**config.mk**
```make
export PLATFORM = sky130hd
export DESIGN_NAME = disk_req_ctrl
export DESIGN_NICKNAME = d
export VERILOG_FILES = /design/src/verilog/disk_io_pkg.sv /design/src/verilog/disk_req_ctrl.sv
export SDC_FILE = /design/constraint.sdc
export NUM_CORES = 1
export LEC_CHECK = 0
export BUFFER_PORTS_ARGS = -buffer_cell sky130_fd_sc_hd__buf_2
export CAP_MARGIN = 10
export CORE_MARGIN = 2
export CORE_UTILIZATION = 35
export CTS_CLUSTER_DIAMETER = 30
export DETAILED_ROUTE_END_ITERATION = 10
export PLACE_DENSITY = 0.68
export SETUP_SLACK_MARGIN = 0.02
export SLEW_MARGIN = 20
export SYNTH_ARGS = -nofsm -noshare
export SYNTH_HDL_FRONTEND = slang
export SYNTH_SLANG_ARGS = --single-unit
```
**constraint.sdc**
```tcl
create_clock -name clk_sys -period 4.4 [get_ports clk_sys]
set_input_delay 1.32 -clock clk_sys [delete_from_list [all_inputs] [get_ports clk_sys]]
set_output_delay 1.32 -clock clk_sys [all_outputs]
set_load 0.02 [all_outputs]
```
**src/verilog/disk_io_pkg.sv**
```systemverilog
// Shared widths, limits, data types and enums for the disk bridge and paddle path
package disk_io_pkg;

	// ====================
	// Sizes and limits
	// ====================

	// Sector buffer
	localparam int BUF_AW         = 9;
	localparam int SECTOR_BYTES   = 512;

	// Host request lines, one per drive slot
	localparam int DRIVE_SLOTS    = 3;

	// Paddle emulation
	localparam int MOUSE_STEP_MAX = 10;
	localparam int AXIS_MIN       = -128;
	localparam int AXIS_MAX       = 127;

	// ====================
	// Data types
	// ====================

	typedef logic [7:0]             byte_t;
	typedef logic [BUF_AW-1:0]      buf_addr_t;
	typedef logic [31:0]            lba_t;
	typedef logic [31:0]            word_t;
	typedef logic [DRIVE_SLOTS-1:0] slot_vec_t;
	typedef logic signed [7:0]      axis_t;

	// Image type reported by the host with a mount
	typedef enum logic [1:0] {
		FT_ATR = 2'd0,
		FT_XEX = 2'd1,
		FT_XFD = 2'd2,
		FT_ATX = 2'd3
	} file_type_e;

	// Phase of an outstanding block request
	typedef enum logic [1:0] {
		IO_IDLE     = 2'd0,
		IO_WAIT_ACK = 2'd1,
		IO_WAIT_END = 2'd2
	} io_state_e;

endpackage

```
**src/verilog/disk_req_ctrl.sv**
```systemverilog
// I/O processor strobe decoding, block address register, block request FSM and read mux
`timescale 1ns/1ps
module disk_req_ctrl import disk_io_pkg::*; (
	input  logic       clk_sys,
	input  logic       areset,
	input  logic       lba_sel,
	input  logic       block_rd,
	input  logic       block_wr,
	input  logic [2:0] drv_num,
	input  logic       io_wr,
	input  logic       data_wr,
	input  logic       data_rd,
	input  word_t      wdata,
	input  logic       sd_ack,
	input  byte_t      buf_q,
	input  lba_t       file_size,
	output lba_t       sd_lba,
	output slot_vec_t  sd_rd,
	output slot_vec_t  sd_wr,
	output logic       io_done,
	output logic       buf_we,
	output logic       ptr_step,
	output logic       ptr_clear,
	output word_t      rdata
);
	logic       wr_d1;
	logic       wr_d2;
	logic       rd_d1;
	logic       blrd_d1;
	logic       blwr_d1;
	logic       ack_d1;
	logic       wr_rise;
	logic       blrd_rise;
	logic       blwr_rise;
	logic       ack_fall;
	logic [1:0] slot;
	logic       slot_ok;
	io_state_e  state;

	// ====================
	// Edge detection
	// ====================

	// Data write goes through an extra stage before it counts
	assign wr_rise   = wr_d1 & ~wr_d2;
	assign blrd_rise = block_rd & ~blrd_d1;
	assign blwr_rise = block_wr & ~blwr_d1;
	assign ack_fall  = ack_d1 & ~sd_ack;

	// Drive bits 2 and 0 select the slot, code 3 has no slot behind it
	assign slot    = {drv_num[2], drv_num[0]};
	assign slot_ok = slot < DRIVE_SLOTS;

	always_ff @(posedge clk_sys) begin
		if (areset) begin
			wr_d1   <= 1'b0;
			wr_d2   <= 1'b0;
			rd_d1   <= 1'b0;
			blrd_d1 <= 1'b0;
			blwr_d1 <= 1'b0;
			ack_d1  <= 1'b0;
		end else begin
			wr_d1   <= data_wr;
			wr_d2   <= wr_d1;
			rd_d1   <= data_rd;
			blrd_d1 <= block_rd;
			blwr_d1 <= block_wr;
			ack_d1  <= sd_ack;
		end
	end

	// ====================
	// Data path
	// ====================

	always_ff @(posedge clk_sys) begin
		if (areset) begin
			sd_lba <= '0;
			buf_we <= 1'b0;
		end else begin
			buf_we <= 1'b0;
			if (wr_rise) begin
				if (lba_sel)
					sd_lba <= wdata;
				else
					buf_we <= 1'b1;
			end
		end
	end

	// Read pointer moves once the processor has taken the byte
	assign ptr_step  = rd_d1 & ~data_rd;
	assign ptr_clear = io_wr;
	assign rdata     = lba_sel ? file_size : {24'd0, buf_q};

	// ====================
	// Block requests
	// ====================

	always_ff @(posedge clk_sys) begin
		if (areset) begin
			sd_rd   <= '0;
			sd_wr   <= '0;
			io_done <= 1'b0;
			state   <= IO_IDLE;
		end else begin
			case (state)
				IO_WAIT_ACK: if (sd_ack) state <= IO_WAIT_END;
				IO_WAIT_END: begin
					if (ack_fall) begin
						state   <= IO_IDLE;
						io_done <= 1'b1;
					end
				end
				default: state <= IO_IDLE;
			endcase
			// A new request restarts the wait, extra bits are not queued
			if ((blrd_rise || blwr_rise) && slot_ok) begin
				state   <= IO_WAIT_ACK;
				io_done <= 1'b0;
			end
			if (blrd_rise && slot_ok)
				sd_rd[slot] <= 1'b1;
			if (blwr_rise && slot_ok)
				sd_wr[slot] <= 1'b1;
			// Host acknowledge drops every pending line at once
			if (sd_ack) begin
				sd_rd <= '0;
				sd_wr <= '0;
			end
		end
	end

	a_one_direction: assert property (@(posedge clk_sys) disable iff (areset)
		!((|sd_rd) && (|sd_wr)));

	a_done_after_ack: assert property (@(posedge clk_sys) disable iff (areset)
		(state == IO_WAIT_ACK) |-> !io_done);

endmodule

```
==> metrics.txt <==
status completed; count of yosys warnings during synthesis 0; first-iteration detailed-routing DRC count 69; Cell Area, Placed 0.00279 mm2; post-layout net count 461; DRC 0; Clk Latency, worst-skew pair 0.29 ns; via count of the routed design 2008; Power, Total 0.924 mW; TritonCTS sink count 48; sort of element at the start of the critical path input pin; Vias/cell 4.46; EDFF count, synth 0; count of endpoints failing hold in the final timing report 0; critical path endpoint category output pin; hold-critical path endpoint buf_we$_SDFF_PP0_; global placement routability congestion 0.730; hold_sp wr_d2$_SDFF_PP0_; worst reg2reg path endpoint sd_lba[0]$_SDFFE_PP0P_; post-detailed-route count of antenna-violating nets 0; Inserted Diodes 0; highest achievable clock rate 0.279 GHz; number of placement rows 27; number of hold buffers added after CTS 0; maximum ir drop on the vdd rail 0.162 mV; die area 0.00643 mm2; area of the core region 0.00554 mm2; post-synthesis async set-or-reset flop share 0; cells on worst reg2reg path 4; required time worst endpoint 3.08 ns; share of Yosys cell area claimed by the top area cell type 0.473; portion of total power attributed to sequential cells 0.492; Comb power frac 0.174; mean instance size in the synthesized netlist 8.79 um2; cell internal pwr 0.686 mW; cells taking the most area after synthesis sky130_fd_sc_hd__dfxtp_1, sky130_fd_sc_hd__nand2_1, sky130_fd_sc_hd__and2_1; Sum Neg Setup Slack 0 ns; peak per-stage delay on the critical path 0.39 ns; largest net degree at the start of global routing 43; area overhead of the layout relative to synthesis 42.6%; max-slew violation total from the final report 0; first-pass GRT wire length 8.54 mm; post-cts resize count 0; leading cell type in the layout, fill and taps excluded sky130_fd_sc_hd__buf_2; switching part of the total 0.257; Core Util, Final 0.523; post-synthesis instance area 0.00203 mm2; detailed placement HPWL 3.93 mm; sum of routed wire length over all layers 5.25 mm; relative max-transition margin 0.389; critical path class input pin to output pin; fraction of final layout cells with drive strength greater than 1 0.519; number of post-CTS setup repair buffers 0; most common flop cell mapped by yosys sky130_fd_sc_hd__dfxtp_1; CTS tree done; transition at the pin with the smallest max-transition slack 0.916 ns; ratio of total power to cell area 319 mW/mm2; GRT Util Overall 0.167; clock root buffer sky130_fd_sc_hd__clkbuf_8; CTS Buf Count 5; clock input transition at the sequential cells of the worst setup and hold paths 0.08 ns; worst setup path startpoint lba_sel; cell count after synthesis 231; library cell with the largest summed area after synthesis sky130_fd_sc_hd__dfxtp_1; Static Leakage 1.41 nW; final cell area excluding filler cells 0.00290 mm2; number of setup violations in the final report 0; Tightest Hold Check Type flop to flop; Worst path slowest cell sky130_fd_sc_hd__buf_2; remaining global-route overflow 0; number of buffer and inverter instances along the worst setup path 2; number of maximum-capacitance violations 0; origin of the critical flop-to-flop path wr_d2$_SDFF_PP0_; Max Buffers Root-to-Sink 2; net count of the mapped netlist 315; Synth Register Bits 48; sequential-to-total area share from yosys stat 0.473; Vert. Die Dim 80.2 um; largest fanout on the critical path 35; iteration count of the initial detailed-routing pass 4; Setup Skew 0.00320 ns; clock share of power 0.333; leading cell types in the layout, fill and taps excluded sky130_fd_sc_hd__buf_2, sky130_fd_sc_hd__nand2_1, sky130_fd_sc_hd__dfxtp_1; Buffers on Ports 154; number of global-route vias before repair 1864; internal reg-to-reg setup slack 2.86 ns; final critical-path share of the clock period 0.813; unique cell type count in the Yosys netlist 26; cell family with most CP delay buffers and inverters; hold-critical path depth 1; signal arrival time at the worst endpoint 2.26 ns; number of primary I/O pins 158; number of H-tree levels 2; initial antenna violation count 0; min cycle time layout 3.58 ns; DIE WIDTH 80.2 um; cell breakdown of the critical path buf_2 > mux2_2 > buf_2; unrepaired setup endpoints after global routing no; initial standard-cell utilization of the core 0.367; Avg WL per Cell 11.7 um; Critical Path Most Common Cell sky130_fd_sc_hd__buf_2; total net switching power 0.238 mW
sequential cells by signal, summed over array words and instances, names as in the netlist:
signal,flops
ack_d1,1
wr_d2,1
buf_we,1
sd_lba,32
sd_wr,3
io_done,1
wr_d1,1
blwr_d1,1
rd_d1,1
blrd_d1,1
sd_rd,3
state,2
cells by family (layout without fill, tap and decap cells):
group,after synthesis,after routing,share of synthesized area
muxes,8,8,0.0444
AOI/OAI and AO/OA,43,43,0.145
buffers and inverters,19,166,0.0616
DFF,48,48,0.473
and+or+nand+nor,113,113,0.276
layer usage:
layer | track usage | wire [um]
met1 | 0.217 | 2410
met2 | 0.268 | 2450
met3 | 0.0506 | 340
met4 | 0.0458 | 54
met5 | 0 | 0
layout make-up:
cell class                      instances  area (um2)
Multi-Input combinational cell        164         945
Inverter                                2        7.51
Sequential cell                        48         961
Fill cell                             565        2640
Timing Repair Buffer                  156         786
Tap cell                               72        90.1
Clock inverter                          2        35.0
Clock buffer                            6        72.6
synthesized netlist by cell type (all sizes together) (3+ instances only):
| library cell | number |
|---|---|
| clkbuf | 5 |
| nor2 | 6 |
| nand2 | 64 |
| mux2 | 8 |
| dfxtp | 48 |
| buf | 12 |
| nand2b | 4 |
| a21oi | 32 |
| and2 | 24 |
| nor2b | 7 |
| nor3 | 3 |
| o21a | 6 |
metrics by stage:
step	setup WS, ns	instances	hold slack (ns)
4_1_cts	0.813	450	0.442
5_1_grt	0.747	450	0.460
6_report	0.822	450	0.440
3_3_place_gp	0.845	442	0.417
3_5_place_dp	0.813	442	0.426
2_1_floorplan	1.07	231	0.402
how the worst max path moves through the flow:
stage                to  depth (start not counted)
4_1_cts        rdata[5]                          3
6_report       rdata[3]                          3
5_1_grt        rdata[5]                          3
3_3_place_gp   rdata[3]                          3
2_1_floorplan  rdata[3]                          3
3_5_place_dp   rdata[5]                          3
power groups by stage:
stage	registers, mW	clock network (mW)	logic, mW
after floorplan	0.478	0	0.0838
after global placement	0.465	0	0.160
after detailed placement	0.465	0	0.162
after CTS	0.455	0.321	0.163
after global routing	0.457	0.337	0.176
final	0.455	0.308	0.161
Note: power is estimated with default switching activity, not from simulation.
