==> src/verilog/disk_io_pkg.sv <==
// Shared widths, limits, data types and enums for the disk bridge and paddle path
package disk_io_pkg;

	// ====================
	// Sizes and limits
	// ====================

	// Sector buffer
	localparam int BUF_AW         = 9;
	localparam int SECTOR_BYTES   = 512;

	// Host request lines, one per drive slot
	localparam int DRIVE_SLOTS    = 3;

	// Paddle emulation
	localparam int MOUSE_STEP_MAX = 10;
	localparam int AXIS_MIN       = -128;
	localparam int AXIS_MAX       = 127;

	// ====================
	// Data types
	// ====================

	typedef logic [7:0]             byte_t;
	typedef logic [BUF_AW-1:0]      buf_addr_t;
	typedef logic [31:0]            lba_t;
	typedef logic [31:0]            word_t;
	typedef logic [DRIVE_SLOTS-1:0] slot_vec_t;
	typedef logic signed [7:0]      axis_t;

	// Image type reported by the host with a mount
	typedef enum logic [1:0] {
		FT_ATR = 2'd0,
		FT_XEX = 2'd1,
		FT_XFD = 2'd2,
		FT_ATX = 2'd3
	} file_type_e;

	// Phase of an outstanding block request
	typedef enum logic [1:0] {
		IO_IDLE     = 2'd0,
		IO_WAIT_ACK = 2'd1,
		IO_WAIT_END = 2'd2
	} io_state_e;

endpackage

==> src/verilog/mount_tracker.sv <==
// Image mount latch and I/O processor status byte packing
`timescale 1ns/1ps
module mount_tracker import disk_io_pkg::*; (
	input  logic       clk_sys,
	input  logic       areset,
	input  slot_vec_t  img_mounted,
	input  logic       img_readonly,
	input  lba_t       img_size,
	input  file_type_e img_type,
	input  logic       io_done,
	output byte_t      status,
	output lba_t       file_size
);
	logic       mounted_d1;
	logic       mount_rise;
	logic       mount_tgl;
	logic       read_only;
	logic [2:0] file_no;
	file_type_e file_type;

	assign mount_rise = (|img_mounted) & ~mounted_d1;

	always_ff @(posedge clk_sys) begin
		if (areset) begin
			mounted_d1 <= 1'b0;
			mount_tgl  <= 1'b0;
			read_only  <= 1'b0;
			file_no    <= 3'd0;
			file_type  <= FT_ATR;
			file_size  <= '0;
		end else begin
			mounted_d1 <= |img_mounted;
			if (mount_rise) begin
				// Highest slot wins when several mount together
				if (img_mounted[2])
					file_no <= 3'd4;
				else if (img_mounted[1])
					file_no <= 3'd1;
				else
					file_no <= 3'd0;
				file_type <= img_type;
				// Slot 2 images are never written back
				read_only <= img_readonly | img_mounted[2];
				mount_tgl <= ~mount_tgl;
				file_size <= img_size;
			end
		end
	end

	// Status byte as the I/O processor reads it
	assign status = {read_only, file_type, file_no, mount_tgl, io_done};

endmodule

==> config.mk <==
export PLATFORM = sky130hd
export DESIGN_NAME = mount_tracker
export DESIGN_NICKNAME = d
export VERILOG_FILES = /design/src/verilog/disk_io_pkg.sv /design/src/verilog/mount_tracker.sv
export SDC_FILE = /design/constraint.sdc
export NUM_CORES = 1
export LEC_CHECK = 0
export BUFFER_PORTS_ARGS = -buffer_cell sky130_fd_sc_hd__buf_2
export CAP_MARGIN = 20
export CORE_ASPECT_RATIO = 1.25
export CORE_MARGIN = 4
export CORE_UTILIZATION = 45
export CTS_BUF_LIST = sky130_fd_sc_hd__clkbuf_4
export DETAILED_ROUTE_END_ITERATION = 16
export PLACE_DENSITY = 0.77
export SLEW_MARGIN = 10
export SYNTH_ARGS = -nofsm -noshare
export SYNTH_HDL_FRONTEND = slang
export SYNTH_SLANG_ARGS = --single-unit
==> constraint.sdc <==
create_clock -name clk_sys -period 3.15 [get_ports clk_sys]
set_input_delay 0.315 -clock clk_sys [delete_from_list [all_inputs] [get_ports clk_sys]]
set_output_delay 0.315 -clock clk_sys [all_outputs]
set_load 0.01 [all_outputs]
==> results.sh, run 1 <==
export IMPL_num_antenna_cells=0
export IMPL_tritoncts_num_buffers=5
export IMPL_critical_path_cell_chain="nor2_4 > buf_4 > mux2i_1"
export IMPL_placeableCoreArea_um2=3780
export IMPL_p_leak_nw=1.08
export IMPL_highest_signal_layer="met4"
export IMPL_tightest_slew_margin_relative_to_the_limit=0.433
export IMPL_post_synth_main_area_contributors="dfxtp_1 (44%), nand2b_1 (25%), mux2i_1 (19%), clkbuf_1 (1.9%), buf_6 (1.9%)"
export IMPL_pin_count_of_the_biggest_net_entering_global_routing=75
export IMPL_area_growth_pct=23.8
export IMPL_hold_buffers=0
export IMPL_grt_use_total=0.144
export IMPL_finalHoldWorstSlack_ps=217
export IMPL_period_share=0.537
export IMPL_worstSetupEndpointType="register"
export IMPL_report_final_setup_viol=0
export IMPL_status="finished clean"
export IMPL_initial_utilization=0.467
export IMPL_pin_count=81
export IMPL_post_synth_num_cell_types=17
export IMPL_dr_total_vias=1352
export IMPL_route_met2_wl_um=1620
export IMPL_worstSkewPairLatency_ps=340
export IMPL_hpwl_um=2480
export IMPL_p_int_w=0.000726
export IMPL_yosysTopAreaCell="dfxtp_1"
export IMPL_detailed_place_area_um2=2130
export IMPL_overall_die_area_um2=5000
export IMPL_worst_pin_slew_ps=851
export IMPL_synth_cells=177
export IMPL_tritoncts="built"
export IMPL_route_detailed_vias_per_inst=4.49
export IMPL_worst_path_dominant_cell_family="simple AND/OR/NAND/NOR gates"
export IMPL_clock_root_buffer="clkbuf_4"
export IMPL_layout_min_cycle_time_ps=1690
export IMPL_synth_sequential_area_ratio=0.442
export IMPL_worst_ep_required_time_ps=3420
export IMPL_yosys_warn_count=0
export IMPL_highest_net_fanout_along_the_worst_path=21
export IMPL_syn_num_nets=218
export IMPL_drt_first_pass_iters=4
export IMPL_clock_tree_buffer_depth=2
export IMPL_power_clock_fraction=0.260
export IMPL_slew_violations=0
export IMPL_cts_sink_count=39
export IMPL_crit_path_max_incr_delay_ps=600
export IMPL_finalClockSkew_ps=5.34
export IMPL_grt_first_pass_wirelength_um=5700
export IMPL_wirelength_um=3460
export IMPL_cp_data_arrival_time_ps=1970
export IMPL_gpl_final_weighted_congestion=0.694
export IMPL_sw_frac_of_total=0.261
export IMPL_hold_viol=0
export IMPL_seq_power_share=0.560
export IMPL_met1_length_um=1510
export IMPL_antenna_found_initial=0
export IMPL_avgRoutedWirePerCell_um=11.5
export IMPL_fin_area_um2=2190
export IMPL_crit_path_start_kind="register"
export IMPL_first_iter_violations=86
export IMPL_synth_avg_cell_area_um2=9.98
export IMPL_crit_path_top_delay_cell="nor2_4"
export IMPL_combPwrFrac=0.180
export IMPL_timing_setup_critical_path_class="reg -> reg"
export IMPL_most_numerous_cell_in_the_yosys_netlist="nand2b_1"
export IMPL_met3RoutedLength_um=286
export IMPL_final_net_count=287
export IMPL_synth_seq_cells=39
export IMPL_synth_top_cells_by_count="nand2b_1 (72), dfxtp_1 (39), mux2i_1 (34)"
export IMPL_netSwitchingPower_w=0.000257
export IMPL_synth_top_cell_area_share=0.442
export IMPL_max_cap_violations=0
export IMPL_post_cts_resize_count=0
export IMPL_layout_drive_gt1_share=0.356
export IMPL_grt_overflow=0
export IMPL_post_synth_edffs=0
export IMPL_vias_in_the_first_global_route=1278
export IMPL_leading_register_cell_type_out_of_synthesis="dfxtp_1"
export IMPL_cts_repair_timing_setup_buffer_count=0
export IMPL_ys_async_sr_fraction=0
export IMPL_power_density_normalized_to_cell_area_nw_per_um2=449
export IMPL_holdCritPathClass="in -> reg"
export IMPL_netlist_area_um2=1770
export IMPL_grt_setup_unrepaired="no"
export IMPL_critPathBufInv=1
export IMPL_die_h_um=78.1
export IMPL_fillerInstances=365
export IMPL_drc=0
export IMPL_place_port_buffers=77
export IMPL_worst_setup_hold_path_clk_slew_ps=110
export IMPL_maxClockFrequency_ghz=0.591
export IMPL_postRouteAntennaNets=0
export IMPL_dieWidth_um=64.0
export IMPL_cts_max_level=2
export IMPL_rows=25
export IMPL_finalSetupTns_ps=0
export IMPL_max_vdd_ir_drop_v=0.000297
==> cell type report <==
type,count,area (um^2),share of cell area
clock buffer,7,52.6,0.0240
clock inverter,1,5.00,0.00229
multi-input combinational,122,888,0.406
sequential,39,781,0.357
tap,54,67.6,0.0309
timing repair buffer,78,393,0.180
==> cell families after synthesis <==
family,after synthesis,share of synthesized area
flip-flops,39,0.442
buffers and inverters,16,0.0552
other,1,0.00212
AO/OA/AOI/OAI,7,0.0212
multiplexers,34,0.193
AND/OR/NAND/NOR,80,0.287
==> metrics by stage <==
stage	utilization	total power, W	setup slack [ps]	std cells
3_3_place_gp	0.563	0.000737	1390	293
2_1_floorplan	-	0.000675	2020	177
3_5_place_dp	0.563	0.000740	1330	293
6_report	0.578	0.000982	1460	301
4_1_cts	0.578	0.000996	1410	301
5_1_grt	0.578	0.00104	1330	301
==> worst register-to-register path: stages (launching register included) <==
cell	delay (ps)
dfxtp_1	400
nor2_4	600
buf_4	400
mux2i_1	230
==> routing by layer <==
metal | up-vias | GRT usage
met3 | 6 | 0.0529
li1 | 700 | -
met5 | - | 0
met4 | 0 | 0.0648
met2 | 52 | 0.236
met1 | 594 | 0.167
==> power by group through the flow <==
stage	combinational (W)	sequential (W)	clock, W
after floorplan	0.000101	0.000574	0
after global placement	0.000176	0.000561	0
after detailed placement	0.000179	0.000561	0
after CTS	0.000180	0.000550	0.000266
after global routing	0.000195	0.000556	0.000288
final	0.000177	0.000550	0.000256
==> cells in the final DEF, fill, tap and decap left out, drive strengths merged <==
master	count
buf	78
nand2b	72
dfxtp	39
mux2i	34
clkbuf	7
nor2	4
a21oi	3
o21ai	3
nor3	1
a21o	1
nand2	1
or3	1
or4	1
conb	1
clkinv	1
==> sequential cells by signal, summed over array words and instances (netlist names) <==
name,cells
read_only,1
mounted_d1,1
file_size,32
mount_tgl,1
file_type,2
file_no,2
==> final timing paths <==
kind / end / cells after the start / slack [ps] / start
hold / removal: file_type[0]$_SDFFE_PP0P_ / 3 / 220 / img_type[0]
setup / recovery: file_size[1]$_SDFFE_PP0P_ / 3 / 1460 / mounted_d1$_SDFF_PP0_
hold reg to reg: read_only$_SDFFE_PP0P_ / 2 / 470 / read_only$_SDFFE_PP0P_
setup reg to reg: file_size[1]$_SDFFE_PP0P_ / 3 / 1460 / mounted_d1$_SDFF_PP0_
Note: power is estimated with default switching activity, not from simulation.
==> run 2: changes to the inputs <==
clock period = 1.7 ns   (was 3.15 ns; I/O delays follow)
==> results.sh, run 2 (synthesis gave the netlist of run 1 again) <==
export IMPL_detailed_place_area_um2=2170
export IMPL_cp_data_arrival_time_ps=1750
export IMPL_maxClockFrequency_ghz=0.670
export IMPL_drc=0
export IMPL_num_antenna_cells=0
export IMPL_final_instance_count_excl_fill=301
export IMPL_status="finished clean"
export IMPL_worst_setup_hold_path_clk_slew_ps=100
export IMPL_vias_in_the_first_global_route=1293
export IMPL_hold_viol=0
export IMPL_dp_cells=295
export IMPL_layout_drive_gt1_share=0.356
export IMPL_postRouteAntennaNets=0
export IMPL_antenna_found_initial=0
export IMPL_worstSkewPairLatency_ps=330
export IMPL_clock_root_buffer="clkbuf_4"
export IMPL_fillerInstances=365
export IMPL_tritoncts_num_buffers=5
export IMPL_seqCellArea_um2=781
export IMPL_final_net_count=289
export IMPL_max_vdd_ir_drop_v=0.000455
export IMPL_finalClockSkew_ps=3.77
export IMPL_worst_pin_slew_ps=664
export IMPL_area_growth_pct=25.4
export IMPL_start_of_the_worst_register_to_register_path="mounted_d1$_SDFF_PP0_"
export IMPL_hold_buffers=0
export IMPL_cts_repair_timing_setup_buffer_count=0
export IMPL_largest_register="file_size"
export IMPL_die_h_um=78.1
export IMPL_grt_setup_unrepaired="no"
export IMPL_dieWidth_um=64.0
export IMPL_grt_first_pass_wirelength_um=5440
export IMPL_worst_r2r_endpoint="file_size[5]$_SDFFE_PP0P_"
export IMPL_place_port_buffers=77
export IMPL_largest_reg_flops=32
export IMPL_timing_setup_critical_path_class="reg -> reg"
export IMPL_tightest_slew_margin_relative_to_the_limit=0.556
export IMPL_crit_path_start_kind="register"
export IMPL_placeableCoreArea_um2=3780
export IMPL_fin_area_um2=2210
export IMPL_route_detailed_vias_per_inst=4.46
export IMPL_pin_count_of_the_biggest_net_entering_global_routing=35
export IMPL_drt_first_pass_iters=4
export IMPL_gpl_final_weighted_congestion=0.663
export IMPL_worst_path_dominant_cell_family="simple AND/OR/NAND/NOR gates"
export IMPL_highest_net_fanout_along_the_worst_path=18
export IMPL_worstSetupEndpointType="register"
export IMPL_report_final_setup_viol=0
export IMPL_hpwl_um=2510
export IMPL_crit_path_max_incr_delay_ps=560
export IMPL_overall_die_area_um2=5000
export IMPL_slew_violations=0
export IMPL_layout_top_registers="file_size: 32 flops, file_no: 2 flops, file_type: 2 flops"
export IMPL_initial_utilization=0.467
export IMPL_cts_sink_count=39
export IMPL_crit_path_top_delay_cell="nor2_4"
export IMPL_most_frequent_cells_in_the_layout="buf_2 (77), nand2b_1 (72), dfxtp_1 (39)"
export IMPL_period_share=0.878
export IMPL_dr_total_vias=1343
export IMPL_max_cap_violations=0
export IMPL_finalSetupTns_ps=0
export IMPL_tritoncts="built"
export IMPL_layout_min_cycle_time_ps=1490
export IMPL_critPathBufInv=1
export IMPL_post_cts_resize_count=0
export IMPL_hold_start="img_type[0]"
export IMPL_cts_max_level=2
export IMPL_worst_ep_required_time_ps=1960
export IMPL_multi_input_comb_area_um2=888
export IMPL_clock_tree_buffer_depth=2
export IMPL_grt_overflow=0
export IMPL_ff2ff_setup_slack_ps=210
export IMPL_power_density_normalized_to_cell_area_nw_per_um2=804
export IMPL_whs_endpoint="file_type[0]$_SDFFE_PP0P_"
export IMPL_mostFrequentLayoutCell="buf_2"
export IMPL_holdCritPathClass="in -> reg"
export IMPL_avgRoutedWirePerCell_um=11.1
export IMPL_r2r_worst_path_cells=3
export IMPL_critical_path_cell_chain="nor2_4 > buf_12 > mux2i_1"
export IMPL_first_iter_violations=29
export IMPL_grt_use_total=0.137
export IMPL_min_path_cells=3
export IMPL_rows=25
export IMPL_wirelength_um=3340
export IMPL_p_leak_nw=1.09
export IMPL_pin_count=81
run 2: cell types whose count changed in the layout (fill, tap and decap cells not counted), sizes merged:
cell | before | now
clkinv | 1 | 0
clkbuf | 7 | 6
buf | 78 | 80
run 2: worst min-delay path: stages:
cell	delay (ps)
buf_2	90
nand2b_1	50
mux2i_1	60
run 2: layout make-up:
cell class	instances	area share
sequential	39	0.353
clock buffer	6	0.0203
timing repair buffer	80	0.195
multi-input combinational	122	0.401
tap	54	0.0305
run 2: stage by stage:
stage	hold slack, ps	setup WS [ps]	utilization	total power (W)
after floorplan	298	572	-	0.00125
final	83.4	208	0.585	0.00178
after global routing	68.5	108	0.585	0.00188
after CTS	67.2	196	0.585	0.00181
after detailed placement	340	206	0.573	0.00138
after global placement	340	262	0.573	0.00138
run 2: worst max-delay path by stage:
stage                               start                         to  slack, ps  depth (start not counted)
floorplan           mounted_d1$_SDFF_PP0_  file_size[0]$_SDFFE_PP0P_        570                          4
global placement    mounted_d1$_SDFF_PP0_  file_type[1]$_SDFFE_PP0P_        260                          3
detailed placement  mounted_d1$_SDFF_PP0_  file_size[5]$_SDFFE_PP0P_        210                          3
CTS                 mounted_d1$_SDFF_PP0_  file_size[5]$_SDFFE_PP0P_        200                          3
global route        mounted_d1$_SDFF_PP0_  file_size[1]$_SDFFE_PP0P_        110                          3
finish              mounted_d1$_SDFF_PP0_  file_size[5]$_SDFFE_PP0P_        210                          3
run 2: power by group:
group	leakage [nW]	internal [W]	switching [W]
Clock	0.0276	0.000163	0.000260
Sequential	0.322	0.000982	0.0000368
Combinational	0.738	0.000179	0.000159
run 2: per-layer routing:
| layer | wire length [um] | global-route usage |
|---|---|---|
| met2 | 1570 | 0.231 |
| met1 | 1430 | 0.153 |
| met5 | 0 | 0 |
| met3 | 296 | 0.0544 |
| met4 | 42 | 0.0540 |
