<file path="src/verilog/disk_io_pkg.sv">
// Shared widths, limits, data types and enums for the disk bridge and paddle path
package disk_io_pkg;

	// ====================
	// Sizes and limits
	// ====================

	// Sector buffer
	localparam int BUF_AW         = 9;
	localparam int SECTOR_BYTES   = 512;

	// Host request lines, one per drive slot
	localparam int DRIVE_SLOTS    = 3;

	// Paddle emulation
	localparam int MOUSE_STEP_MAX = 10;
	localparam int AXIS_MIN       = -128;
	localparam int AXIS_MAX       = 127;

	// ====================
	// Data types
	// ====================

	typedef logic [7:0]             byte_t;
	typedef logic [BUF_AW-1:0]      buf_addr_t;
	typedef logic [31:0]            lba_t;
	typedef logic [31:0]            word_t;
	typedef logic [DRIVE_SLOTS-1:0] slot_vec_t;
	typedef logic signed [7:0]      axis_t;

	// Image type reported by the host with a mount
	typedef enum logic [1:0] {
		FT_ATR = 2'd0,
		FT_XEX = 2'd1,
		FT_XFD = 2'd2,
		FT_ATX = 2'd3
	} file_type_e;

	// Phase of an outstanding block request
	typedef enum logic [1:0] {
		IO_IDLE     = 2'd0,
		IO_WAIT_ACK = 2'd1,
		IO_WAIT_END = 2'd2
	} io_state_e;

endpackage

</file>
<file path="src/verilog/mouse_axis.sv">
// Mouse to paddle accumulator with step and range clamping and stick source selection
`timescale 1ns/1ps
module mouse_axis import disk_io_pkg::*; (
	input  logic              clk_sys,
	input  logic              areset,
	input  logic signed [8:0] mouse_dx,
	input  logic signed [8:0] mouse_dy,
	input  logic [1:0]        mouse_btn,
	input  logic              mouse_stb,
	input  logic [15:0]       joy_analog,
	input  logic [8:0]        joy_btn,
	input  logic              cpu_halt,
	output axis_t             pad_x,
	output axis_t             pad_y,
	output logic [8:0]        pad_btn
);
	// One bit wider than a pad coordinate
	typedef logic signed [$bits(axis_t):0] pos_t;

	pos_t              pos_x;
	pos_t              pos_y;
	logic signed [9:0] step_x;
	logic signed [9:0] step_y;
	logic signed [9:0] sum_x;
	logic signed [9:0] sum_y;
	logic              stb_d1;
	logic              mouse_mode;
	logic              stick_take;

	function automatic pos_t clamp(input logic signed [9:0] v, input int lo, input int hi);
		if (v < lo)
			return pos_t'(lo);
		if (v > hi)
			return pos_t'(hi);
		return pos_t'(v);
	endfunction

	// ====================
	// Position update
	// ====================

	assign step_x = clamp(mouse_dx, -MOUSE_STEP_MAX, MOUSE_STEP_MAX);
	assign step_y = clamp(mouse_dy, -MOUSE_STEP_MAX, MOUSE_STEP_MAX);
	assign sum_x  = pos_x + step_x;
	assign sum_y  = pos_y + step_y;

	// Any stick deflection or a halted CPU hands the pads back
	assign stick_take = (|joy_analog) | cpu_halt;

	always_ff @(posedge clk_sys) begin
		if (areset) begin
			stb_d1     <= 1'b0;
			mouse_mode <= 1'b0;
			pos_x      <= '0;
			pos_y      <= '0;
		end else begin
			stb_d1 <= mouse_stb;
			if (stick_take) begin
				mouse_mode <= 1'b0;
				pos_x      <= '0;
				pos_y      <= '0;
			end else if (stb_d1 != mouse_stb) begin
				mouse_mode <= 1'b1;
				pos_x      <= clamp(sum_x, AXIS_MIN, AXIS_MAX);
				pos_y      <= clamp(sum_y, AXIS_MIN, AXIS_MAX);
			end
		end
	end

	// Source select
	assign pad_x   = mouse_mode ? axis_t'(pos_x[7:0]) : axis_t'(joy_analog[7:0]);
	assign pad_y   = mouse_mode ? axis_t'(pos_y[7:0]) : axis_t'(joy_analog[15:8]);
	assign pad_btn = {mouse_mode ? mouse_btn : joy_btn[8:7], joy_btn[6:0]};

	a_pos_in_range: assert property (@(posedge clk_sys) disable iff (areset)
		(pos_x >= AXIS_MIN) && (pos_x <= AXIS_MAX) &&
		(pos_y >= AXIS_MIN) && (pos_y <= AXIS_MAX));

endmodule

</file>
<file path="config.mk">
export PLATFORM = sky130hd
export DESIGN_NAME = mouse_axis
export DESIGN_NICKNAME = d
export VERILOG_FILES = /design/src/verilog/disk_io_pkg.sv /design/src/verilog/mouse_axis.sv
export SDC_FILE = /design/constraint.sdc
export NUM_CORES = 1
export LEC_CHECK = 0
export BUFFER_PORTS_ARGS = -buffer_cell sky130_fd_sc_hd__clkbuf_2
export CAP_MARGIN = 20
export CELL_PAD_IN_SITES_DETAIL_PLACEMENT = 0
export CELL_PAD_IN_SITES_GLOBAL_PLACEMENT = 1
export CORE_MARGIN = 2
export CORE_UTILIZATION = 39
export DETAILED_ROUTE_END_ITERATION = 8
export HOLD_SLACK_MARGIN = 0.06
export MAX_ROUTING_LAYER = met4
export PLACE_DENSITY_LB_ADDON = 0.1
export SYNTH_ARGS = -nofsm -noshare
export SYNTH_HDL_FRONTEND = slang
export SYNTH_SLANG_ARGS = --single-unit
</file>
<file path="constraint.sdc">
create_clock -name clk_sys -period 5.6 [get_ports clk_sys]
set_clock_uncertainty 0.2 [all_clocks]
set_input_delay 0.84 -clock clk_sys [delete_from_list [all_inputs] [get_ports clk_sys]]
set_output_delay 0.84 -clock clk_sys [all_outputs]
set_load 0.05 [all_outputs]
</file>
==> run metrics, run 1 <==
status completed; syn_nets 335; Reg clk slew, reported paths 0.08 ns; drt pass-1 iters 4; share of post-route cells with drive strength above 1 0.3160; top_reg_cell synth dfxtp_1; Power Density 160.4 mW/mm^2; Internal 278.0 uW; DR WL/cell 13.47 um; initial antenna violation count 0; DR vias/cell 5.244; die height 77.98 um; root buffer cell clkbuf_8; worst slew pin tran 0.8325 ns; most frequent cells in the layout 59 x clkbuf_2, 25 x a21oi_1, 23 x nor2_1; vias in the first global route 1792; post-synthesis cell count 264; post-CTS sizing 0; Ant. Diodes 0; hold bufs inserted after CTS 0; Fin Hold WS 0.2849 ns; Max Cap Viol 0; DRC 0; core footprint 0.005205 sq mm; Syn Area/Cell 8.085 sq um; CP required 5.56 ns; Worst setup SP type primary input; reg-to-reg slack, setup 2.63 ns; post-layout min period 3.902 ns; post-route ant nets 0; CTS max path bufs 2; Reg2Reg Depth 10; Yosys warnings 0; Pleak 1.171 nW; Slew HR 0.4443; Post CTS Setup Buffer Count 0; DRT iter0 DRCs 85; Std-Cell Rows 26; Syn-to-layout area delta 16.53%; cts bufs inserted 3; Hold EP pos_y[8]$_SDFFE_PP0P_; Reg power frac 0.358; crit share post-route 0.6968; synthesized flop and latch total 20; HP Class reg2reg; Hold Startpoint pos_y[8]$_SDFFE_PP0P_; kind of critical path in2reg; most common cell after layout, fill and taps aside clkbuf_2; clk_lat worst skew 0.26 ns; sw power 121.0 uW; Synth cell types 49; hold depth 2; Hold Vio Cnt, Final 0; PortBufs 59; # setup viols final 0; Die Wd 77.98 um; sw frac 0.3032; sequential area share after synthesis 0.1876; die area 0.006081 sq mm; setup TNS 0 ns; ys async rst share 0; Combinational Power Share 0.273; EDFF count, synth 0; final wirelength 5079 um; Max Clk Rate 0.2563 GHz; Detail Placement HPWL 4224 um; grt total ovfl 0; RSZ-0062 raised after global routing false; H-tree depth 1; largest net degree at the start of global routing 20; crit end category register; RePlAce Congestion 0.7896; critical path peak fanout 7; global-route wire length before repair 8562 um; fin nets 379; I/O pins 74; FF-to-FF Start pos_y[0]$_SDFFE_PP0P_; Global Route Usage Sum 0.1787; clk sinks 20; CP Data Arrival Time 3.87 ns; VDD IR max 0.1338 mV; clock power share 0.369; starting density of the core 0.4101; post-synthesis cell area 0.002135 sq mm; pins over their slew limit 0; fill cell count 555; Vias 1977; Reg-to-Reg End pos_y[5]$_SDFFE_PP0P_; TritonCTS clock tree yes
==> flip-flops by register name, indices dropped and copies added, names as in the netlist <==
signal	flops
pos_x	9
pos_y	9
mouse_mode	1
stb_d1	1
==> power by group through the flow <==
stage | sequential, mW | clock [mW] | combinational, mW
2_1_floorplan | 0.146 | 0 | 0.0901
3_3_place_gp | 0.146 | 0 | 0.109
3_5_place_dp | 0.146 | 0 | 0.109
4_1_cts | 0.143 | 0.149 | 0.109
5_1_grt | 0.143 | 0.155 | 0.120
6_report | 0.143 | 0.147 | 0.109
==> kinds of logic after synthesis <==
kind of cell	Yosys count	synth area share
muxes	19	0.09965
adders and majority gates	22	0.1360
xor gates and xnor gates	14	0.05745
and+or+nand+nor	83	0.2011
AOI/OAI and AO/OA	75	0.2515
buffers and inverters	31	0.06682
DFF	20	0.1876
==> synth_stat cells, types with 4 or more instances <==
cell       n  area [sq um]
nand2b_1  11         68.82
clkbuf_1  13         48.80
o21ai_0    7         35.03
a21oi_1   25         125.1
ha_1      20         250.2
a21o_1    10         75.07
mux2_2    18         202.7
dfxtp_1   20         400.4
xnor2_1    5         43.79
xor2_1     9         78.83
nor2_1    23         86.33
o21ai_1   11         55.05
nor4_1     6         37.54
nor2b_1    4         25.02
inv_1     11         41.29
nand2_1   18         67.56
buf_4      7         52.55
==> critical path: stages <==
cell and delay [ns]:
clkbuf_2 0.09, nand4_1 0.09, o21ai_0 0.34, and3_1 0.23
ha_1 0.18, inv_1 0.06, fa_1 0.43, nand2b_1 0.20
a21oi_2 0.20, o2111a_2 0.26, and4bb_1 0.20, o31ai_2 0.49
a21oi_1 0.08, a21o_1 0.18
==> worst max-delay path by stage <==
stage	start	endpoint	slack [ns]	depth (start not counted)
2_1_floorplan	mouse_dy[7]	pos_y[1]$_SDFFE_PP0P_	1.87	14
3_3_place_gp	mouse_dy[7]	pos_y[2]$_SDFFE_PP0P_	1.42	15
3_5_place_dp	mouse_dy[4]	pos_y[4]$_SDFFE_PP0P_	1.42	14
4_1_cts	mouse_dy[4]	pos_y[4]$_SDFFE_PP0P_	1.69	14
5_1_grt	mouse_dy[4]	pos_y[2]$_SDFFE_PP0P_	1.39	14
6_report	mouse_dy[4]	pos_y[5]$_SDFFE_PP0P_	1.70	14
==> metal layers <==
| layer | GRT usage | part of all wire | wire length [um] | up-vias |
|---|---|---|---|---|
| met2 | 0.2672 | 0.42 | 2131 | 51 |
| met1 | 0.2558 | 0.52 | 2655 | 890 |
| met3 | 0.02907 | 0.051 | 260 | 4 |
| li1 | - | - | - | 1032 |
| met4 | 0.03333 | 0.0065 | 33 | 0 |
| met5 | - | 0 | 0 | - |
==> stage by stage <==
step                      setup WS [ns]  instance area (sq um)    util  cells  total power [mW]
final                             1.698                   2487  0.4779    377            0.3990
after global routing              1.388                   2487  0.4779    377            0.4184
after CTS                         1.690                   2487  0.4779    377            0.4015
after detailed placement          1.419                   2416  0.4642    373            0.2550
after global placement            1.424                   2416  0.4642    373            0.2554
after floorplan                   1.869                   2135       -    264            0.2361
==> cell type report <==
type | instances | area [sq um] | area share
multi-input combinational | 213 | 1592 | 0.6398
sequential | 20 | 400.4 | 0.1610
timing repair buffer | 59 | 295.3 | 0.1187
tap | 70 | 87.58 | 0.03521
clock buffer | 3 | 41.29 | 0.01660
inverter | 11 | 41.29 | 0.01660
clock inverter | 1 | 30.03 | 0.01207
Note: power is estimated with default switching activity, not from simulation.
==> run 2, diff against run 1 <==
--- a/config.mk
+++ b/config.mk
@@ -10,7 +10,7 @@
 export CELL_PAD_IN_SITES_DETAIL_PLACEMENT = 0
 export CELL_PAD_IN_SITES_GLOBAL_PLACEMENT = 1
 export CORE_MARGIN = 2
-export CORE_UTILIZATION = 39
+export CORE_UTILIZATION = 33
 export DETAILED_ROUTE_END_ITERATION = 8
 export HOLD_SLACK_MARGIN = 0.06
 export MAX_ROUTING_LAYER = met4
==> constraint.sdc (replaced) <==
create_clock -name clk_sys -period 3.1 [get_ports clk_sys]
set_clock_uncertainty 0.2 [all_clocks]
set_input_delay 0.465 -clock clk_sys [delete_from_list [all_inputs] [get_ports clk_sys]]
set_output_delay 0.465 -clock clk_sys [all_outputs]
set_load 0.05 [all_outputs]
==> run metrics, run 2 (synthesis gave the netlist of run 1 again) <==
status finished with violations; failing checks negative setup slack; RePlAce Congestion 0.7957 (+0.77%); Worst Setup Slack post-DPL -0.4903 ns (-1.909 ns); post-route ant nets 0 (unchanged); Final Core Density 0.4919 (+0.01399); initial antenna violation count 0 (unchanged); CP Data Arrival Time 3.12 ns (-0.75 ns); # setup viols final 9 (+9); slowest cell on the critical path fa_2; crit end category register; dpl cells 412 (+10%); Vias 2177 (+10%); crit path buf inv count 3 (+1); CP required 3.10 ns (-2.46 ns); pins over their slew limit 0 (unchanged); H-tree depth 1 (unchanged); Hold Startpoint areset; DR vias/cell 5.147 (-1.9%); I/O pins 74 (unchanged); Syn-to-layout area delta 45.49%; Detail Placement HPWL 4656 um (+10%); Max Clk Rate 0.3199 GHz; fin nets 418 (+10%); most common cell after layout, fill and taps aside clkbuf_2; share of post-route cells with drive strength above 1 0.4884 (+0.1725); Global Route Usage Sum 0.1683 (-0.01036); cts bufs inserted 3 (unchanged); Std-Cell Rows 29 (+12%); biggest regs pos_x: 9 flops, pos_y: 9 flops; DR WL/cell 14.09 um (+4.5%); Ant. Diodes 0 (unchanged); CTS max path bufs 2 (unchanged); post-layout min period 3.126 ns; crit share post-route 1.008; grt total ovfl 0 (unchanged); RSZ-0062 raised after global routing true; die area 0.007128 sq mm (+17%); fin area 0.003105 sq mm (+25%); most frequent cells in the layout 55 x clkbuf_2, 36 x buf_4, 22 x nor2_1; Pleak 1.449 nW (+24%); Crit path top cell by count nand2b_4; kind of critical path in2reg; Hold Vio Cnt, Final 0 (unchanged); final wirelength 5958 um (+17%); worst slew pin tran 0.6990 ns (-0.1335 ns); critical path peak fanout 7 (unchanged); Pwr Total 782.0 uW (+96%); clk_lat worst skew 0.26 ns (about the same); Worst setup SP type primary input; DRC 0 (unchanged); final non-filler cell total 423 (+12%); DRT iter0 DRCs 49 (-42%); setup TNS -0.1430 ns (-0.1430 ns); starting density of the core 0.3381 (-0.07201); clk sinks 20 (unchanged); VDD IR max 0.1507 mV (+13%); Cell Chain, Critical Path buf_8 > nor4_4 > a21oi_2 > nand2b_4 > nor2_4 > ha_4 > inv_2 > fa_2 > nand2b_4 > a21oi_4 > o221ai_4 > xor2_2 > a221oi_4 > buf_6 > o21ai_1 > a21oi_1; HP Class in2reg; Crit. Startpoint mouse_dx[4]; global-route wire length before repair 9611 um (+12%); Die Wd 84.43 um (+8.3%); critical path's top delay family compound AO/OA/AOI/OAI gates; PortBufs 59 (unchanged); root buffer cell clkbuf_8; Power Density 251.8 mW/mm^2 (+57%); Max Cap Viol 0 (unchanged); drt pass-1 iters 4 (unchanged); vias in the first global route 2040 (+14%); largest net degree at the start of global routing 20 (unchanged); Fin Hold WS 0.1693 ns (-0.1156 ns); die height 84.43 um (+8.3%); final worst setup slack -0.02591 ns (-1.724 ns); Slew HR 0.5324 (+0.08814); Placement Cell Area 0.002738 sq mm (+13%); FF-to-FF Start pos_x[0]$_SDFFE_PP0P_; max incr delay on CP 0.36 ns (-0.13 ns); Reg clk slew, reported paths 0.09 ns (about the same); core footprint 0.006314 sq mm (+21%); TritonCTS clock tree yes; fill cell count 620 (+12%)
[run 2: cell count changes in the layout (fill, tap and decap cells not counted), moves of 4 or more]
cell / delta
buf_6: +4
clkbuf_2: -4
a21oi_2: +5
buf_4: +36
a21oi_1: -10
ha_1: -4
o21ai_2: +4
a21oi_4: +5
[run 2: path summary, 6_finish.rpt]
check / slack (ns) / to / cells after the start
setup / recovery: -0.03 / pos_x[3]$_SDFFE_PP0P_ / 16
hold / removal: 0.17 / stb_d1$_SDFF_PP0_ / 2
setup reg to reg: 0.47 / pos_x[3]$_SDFFE_PP0P_ / 11
hold reg to reg: 0.28 / pos_x[8]$_SDFFE_PP0P_ / 2
[run 2: routing by layer]
metal,track usage,share of wire,vias up
li1,-,-,1111
met5,-,0,-
met1,0.2168,0.45,1024
met3,0.01672,0.029,6
met2,0.2893,0.51,36
met4,0.03175,0.0086,0
[run 2: cell type report]
cell class,instances,area [sq um],share of cell area
Clock buffer,3,41.29,0.01330
Clock inverter,1,30.03,0.009670
Inverter,11,41.29,0.01330
Multi-Input combinational cell,213,1856,0.5975
Sequential cell,20,400.4,0.1289
Tap cell,77,96.34,0.03102
Timing Repair Buffer,98,640.6,0.2063
[run 2: repair_timing]
| action | CTS | global route |
|---|---|---|
| resized for setup | 16 | 35 |
| setup buffers | 2 | 5 |
| endpoints found under the setup margin | 16 | 16 |
| cloned | 0 | 0 |
| pin swaps | 19 | 15 |
| hold buffers | 0 | 0 |
[run 2: report_power, final]
group          internal (mW)  switching [mW]  total, mW
combinational          0.109           0.147      0.256
clock                  0.172          0.0961      0.268
sequential             0.257        0.000530      0.258
==> run 3, diff against run 2 <==
--- a/config.mk
+++ b/config.mk
@@ -14,7 +14,7 @@
 export DETAILED_ROUTE_END_ITERATION = 8
 export HOLD_SLACK_MARGIN = 0.06
 export MAX_ROUTING_LAYER = met4
-export PLACE_DENSITY_LB_ADDON = 0.1
+export PLACE_DENSITY_LB_ADDON = 0.12
 export SYNTH_ARGS = -nofsm -noshare
 export SYNTH_HDL_FRONTEND = slang
 export SYNTH_SLANG_ARGS = --single-unit
==> run metrics, run 3 (synthesis gave the netlist of run 1 again) <==
crit path to pos_y[4]$_SDFFE_PP0P_; vias in the first global route 1956 (-4.1%); core footprint 0.006314 sq mm (unchanged); final worst setup slack -0.02338 ns (+0.002530 ns); DRT iter0 DRCs 49 (unchanged); Max Clk Rate 0.3202 GHz (about the same); Max Cap Viol 0 (unchanged); Crit. Startpoint mouse_dy[7]; worst slew pin tran 0.4819 ns (-0.2172 ns); H-tree depth 1 (unchanged); pins over their slew limit 0 (unchanged); most common cell after layout, fill and taps aside clkbuf_2; Reg-to-Reg End pos_x[3]$_SDFFE_PP0P_; failing checks negative setup slack; RePlAce Congestion 0.7829 (-1.6%); Worst Setup Slack post-DPL -0.4645 ns (+0.02575 ns); Slew HR 0.6696 (+0.1372); biggest regs pos_x: 9 flops, pos_y: 9 flops; die area 0.007128 sq mm (unchanged); grt total ovfl 0 (unchanged); fin nets 417 (-0.24%); DR WL/cell 13.46 um (-4.4%); CTS max path bufs 2 (unchanged); Hold Vio Cnt, Final 0 (unchanged); Global Route Usage Sum 0.1528 (-0.01551); largest net degree at the start of global routing 13 (-35%); HP Class in2reg; share of post-route cells with drive strength above 1 0.4696 (-0.01887); Detail Placement HPWL 4570 um (-1.8%); starting density of the core 0.3381 (unchanged); cts bufs inserted 3 (unchanged); Pleak 1.414 nW (-2.4%); CP Data Arrival Time 3.08 ns (-0.04 ns); post-layout min period 3.123 ns (-0.002530 ns); status finished with violations; clk sinks 20 (unchanged); final wirelength 5680 um (-4.7%); CP required 3.06 ns (-0.04 ns); RSZ-0062 raised after global routing true; Reg clk slew, reported paths 0.08 ns (about the same); initial antenna violation count 0 (unchanged); Final Core Density 0.4820 (-0.009909); DRC 0 (unchanged); Std-Cell Rows 29 (unchanged); die height 84.43 um (unchanged); FF-to-FF Start pos_x[0]$_SDFFE_PP0P_; Die Wd 84.43 um (unchanged); DR vias/cell 5.064 (-1.6%); global-route wire length before repair 8832 um (-8.1%); hold bufs inserted after CTS 0 (unchanged); drt pass-1 iters 4 (unchanged); most frequent cells in the layout 55 x clkbuf_2, 36 x buf_4, 22 x nor2_1; Ant. Diodes 0 (unchanged); PortBufs 59 (unchanged); TritonCTS clock tree yes; post-route ant nets 0 (unchanged); critical path peak fanout 7 (unchanged); # setup viols final 7 (-2); I/O pins 74 (unchanged); Syn-to-layout area delta 42.56%; VDD IR max 0.1650 mV (+9.5%); crit end category register; Reg2Reg Depth 10 (-1); Power Density 251.0 mW/mm^2 (-0.32%); kind of critical path in2reg; Vias 2137 (-1.8%); crit share post-route 1.008 (about the same); Worst setup SP type primary input; clk_lat worst skew 0.26 ns (about the same); root buffer cell clkbuf_8; reg-to-reg slack, setup 0.43 ns (-0.04 ns)
[run 3: cell types whose count changed in the layout (fill, tap and decap cells not counted), sizes merged]
cell  previous run  this run
buf             43        42
[run 3: worst min path at each step]
stage / start / to / slack (ns) / cells after the start
global route: areset / stb_d1$_SDFF_PP0_ / 0.17 / 2
detailed placement: pos_y[0]$_SDFFE_PP0P_ / pos_y[0]$_SDFFE_PP0P_ / 0.26 / 2
floorplan: pos_y[0]$_SDFFE_PP0P_ / pos_y[0]$_SDFFE_PP0P_ / 0.24 / 2
global placement: pos_y[0]$_SDFFE_PP0P_ / pos_y[0]$_SDFFE_PP0P_ / 0.26 / 2
finish: areset / stb_d1$_SDFF_PP0_ / 0.18 / 2
CTS: areset / stb_d1$_SDFF_PP0_ / 0.17 / 2
[run 3: critical path, cell delays in order]
cell      delay [ns]
buf_8           0.10
nor4_4          0.29
a21oi_2         0.10
inv_1           0.08
and3_4          0.19
ha_4            0.13
inv_2           0.04
fa_2            0.36
nand2b_4        0.16
a21oi_4         0.14
o2111a_2        0.24
and4bb_1        0.25
o31ai_4         0.19
buf_6           0.16
a21oi_1         0.04
a21o_1          0.15
[run 3: timing repair]
action | CTS | global route
resized for setup | 10 | 34
pin swaps | 20 | 23
setup buffers | 4 | 3
setup endpoints to repair | 14 | 14
[run 3: power by group]
group	internal [mW]	switching [mW]	leakage (nW)
clock	0.172	0.0881	0.0357
combinational	0.104	0.141	1.22
sequential	0.257	0.000558	0.161
total	0.534	0.230	1.41
[run 3: cell type report]
cell class	count	area, sq um
Timing Repair Buffer	97	616.8
Clock buffer	3	41.29
Inverter	11	41.29
Multi-Input combinational cell	213	1817
Tap cell	77	96.34
Sequential cell	20	400.4
Clock inverter	1	30.03
Fill cell	651	3271
[run 3: metal layers]
metal  routed length [um]  share of wire  vias to the layer above  track usage
met5                    0              0                        -            -
met3                   87          0.015                        5     0.008850
met4                   53         0.0093                        0      0.03463
met1                 2582           0.45                     1002       0.1930
met2                 2958           0.52                       23       0.2691
li1                     -              -                     1107            -
[run 3: per-stage QoR]
step	hold WS (ns)	area, sq um	cells	total power [mW]	setup TNS (ns)
final	0.1820	3043	422	0.7638	-0.1298
after global routing	0.1702	3043	422	0.8021	-2.016
after CTS	0.1734	2867	419	0.7549	-0.4764
after detailed placement	0.2637	2718	411	0.4877	-6.379
after global placement	0.2601	2718	411	0.4884	-5.624
after floorplan	0.2433	2195	264	0.4295	-0.2037
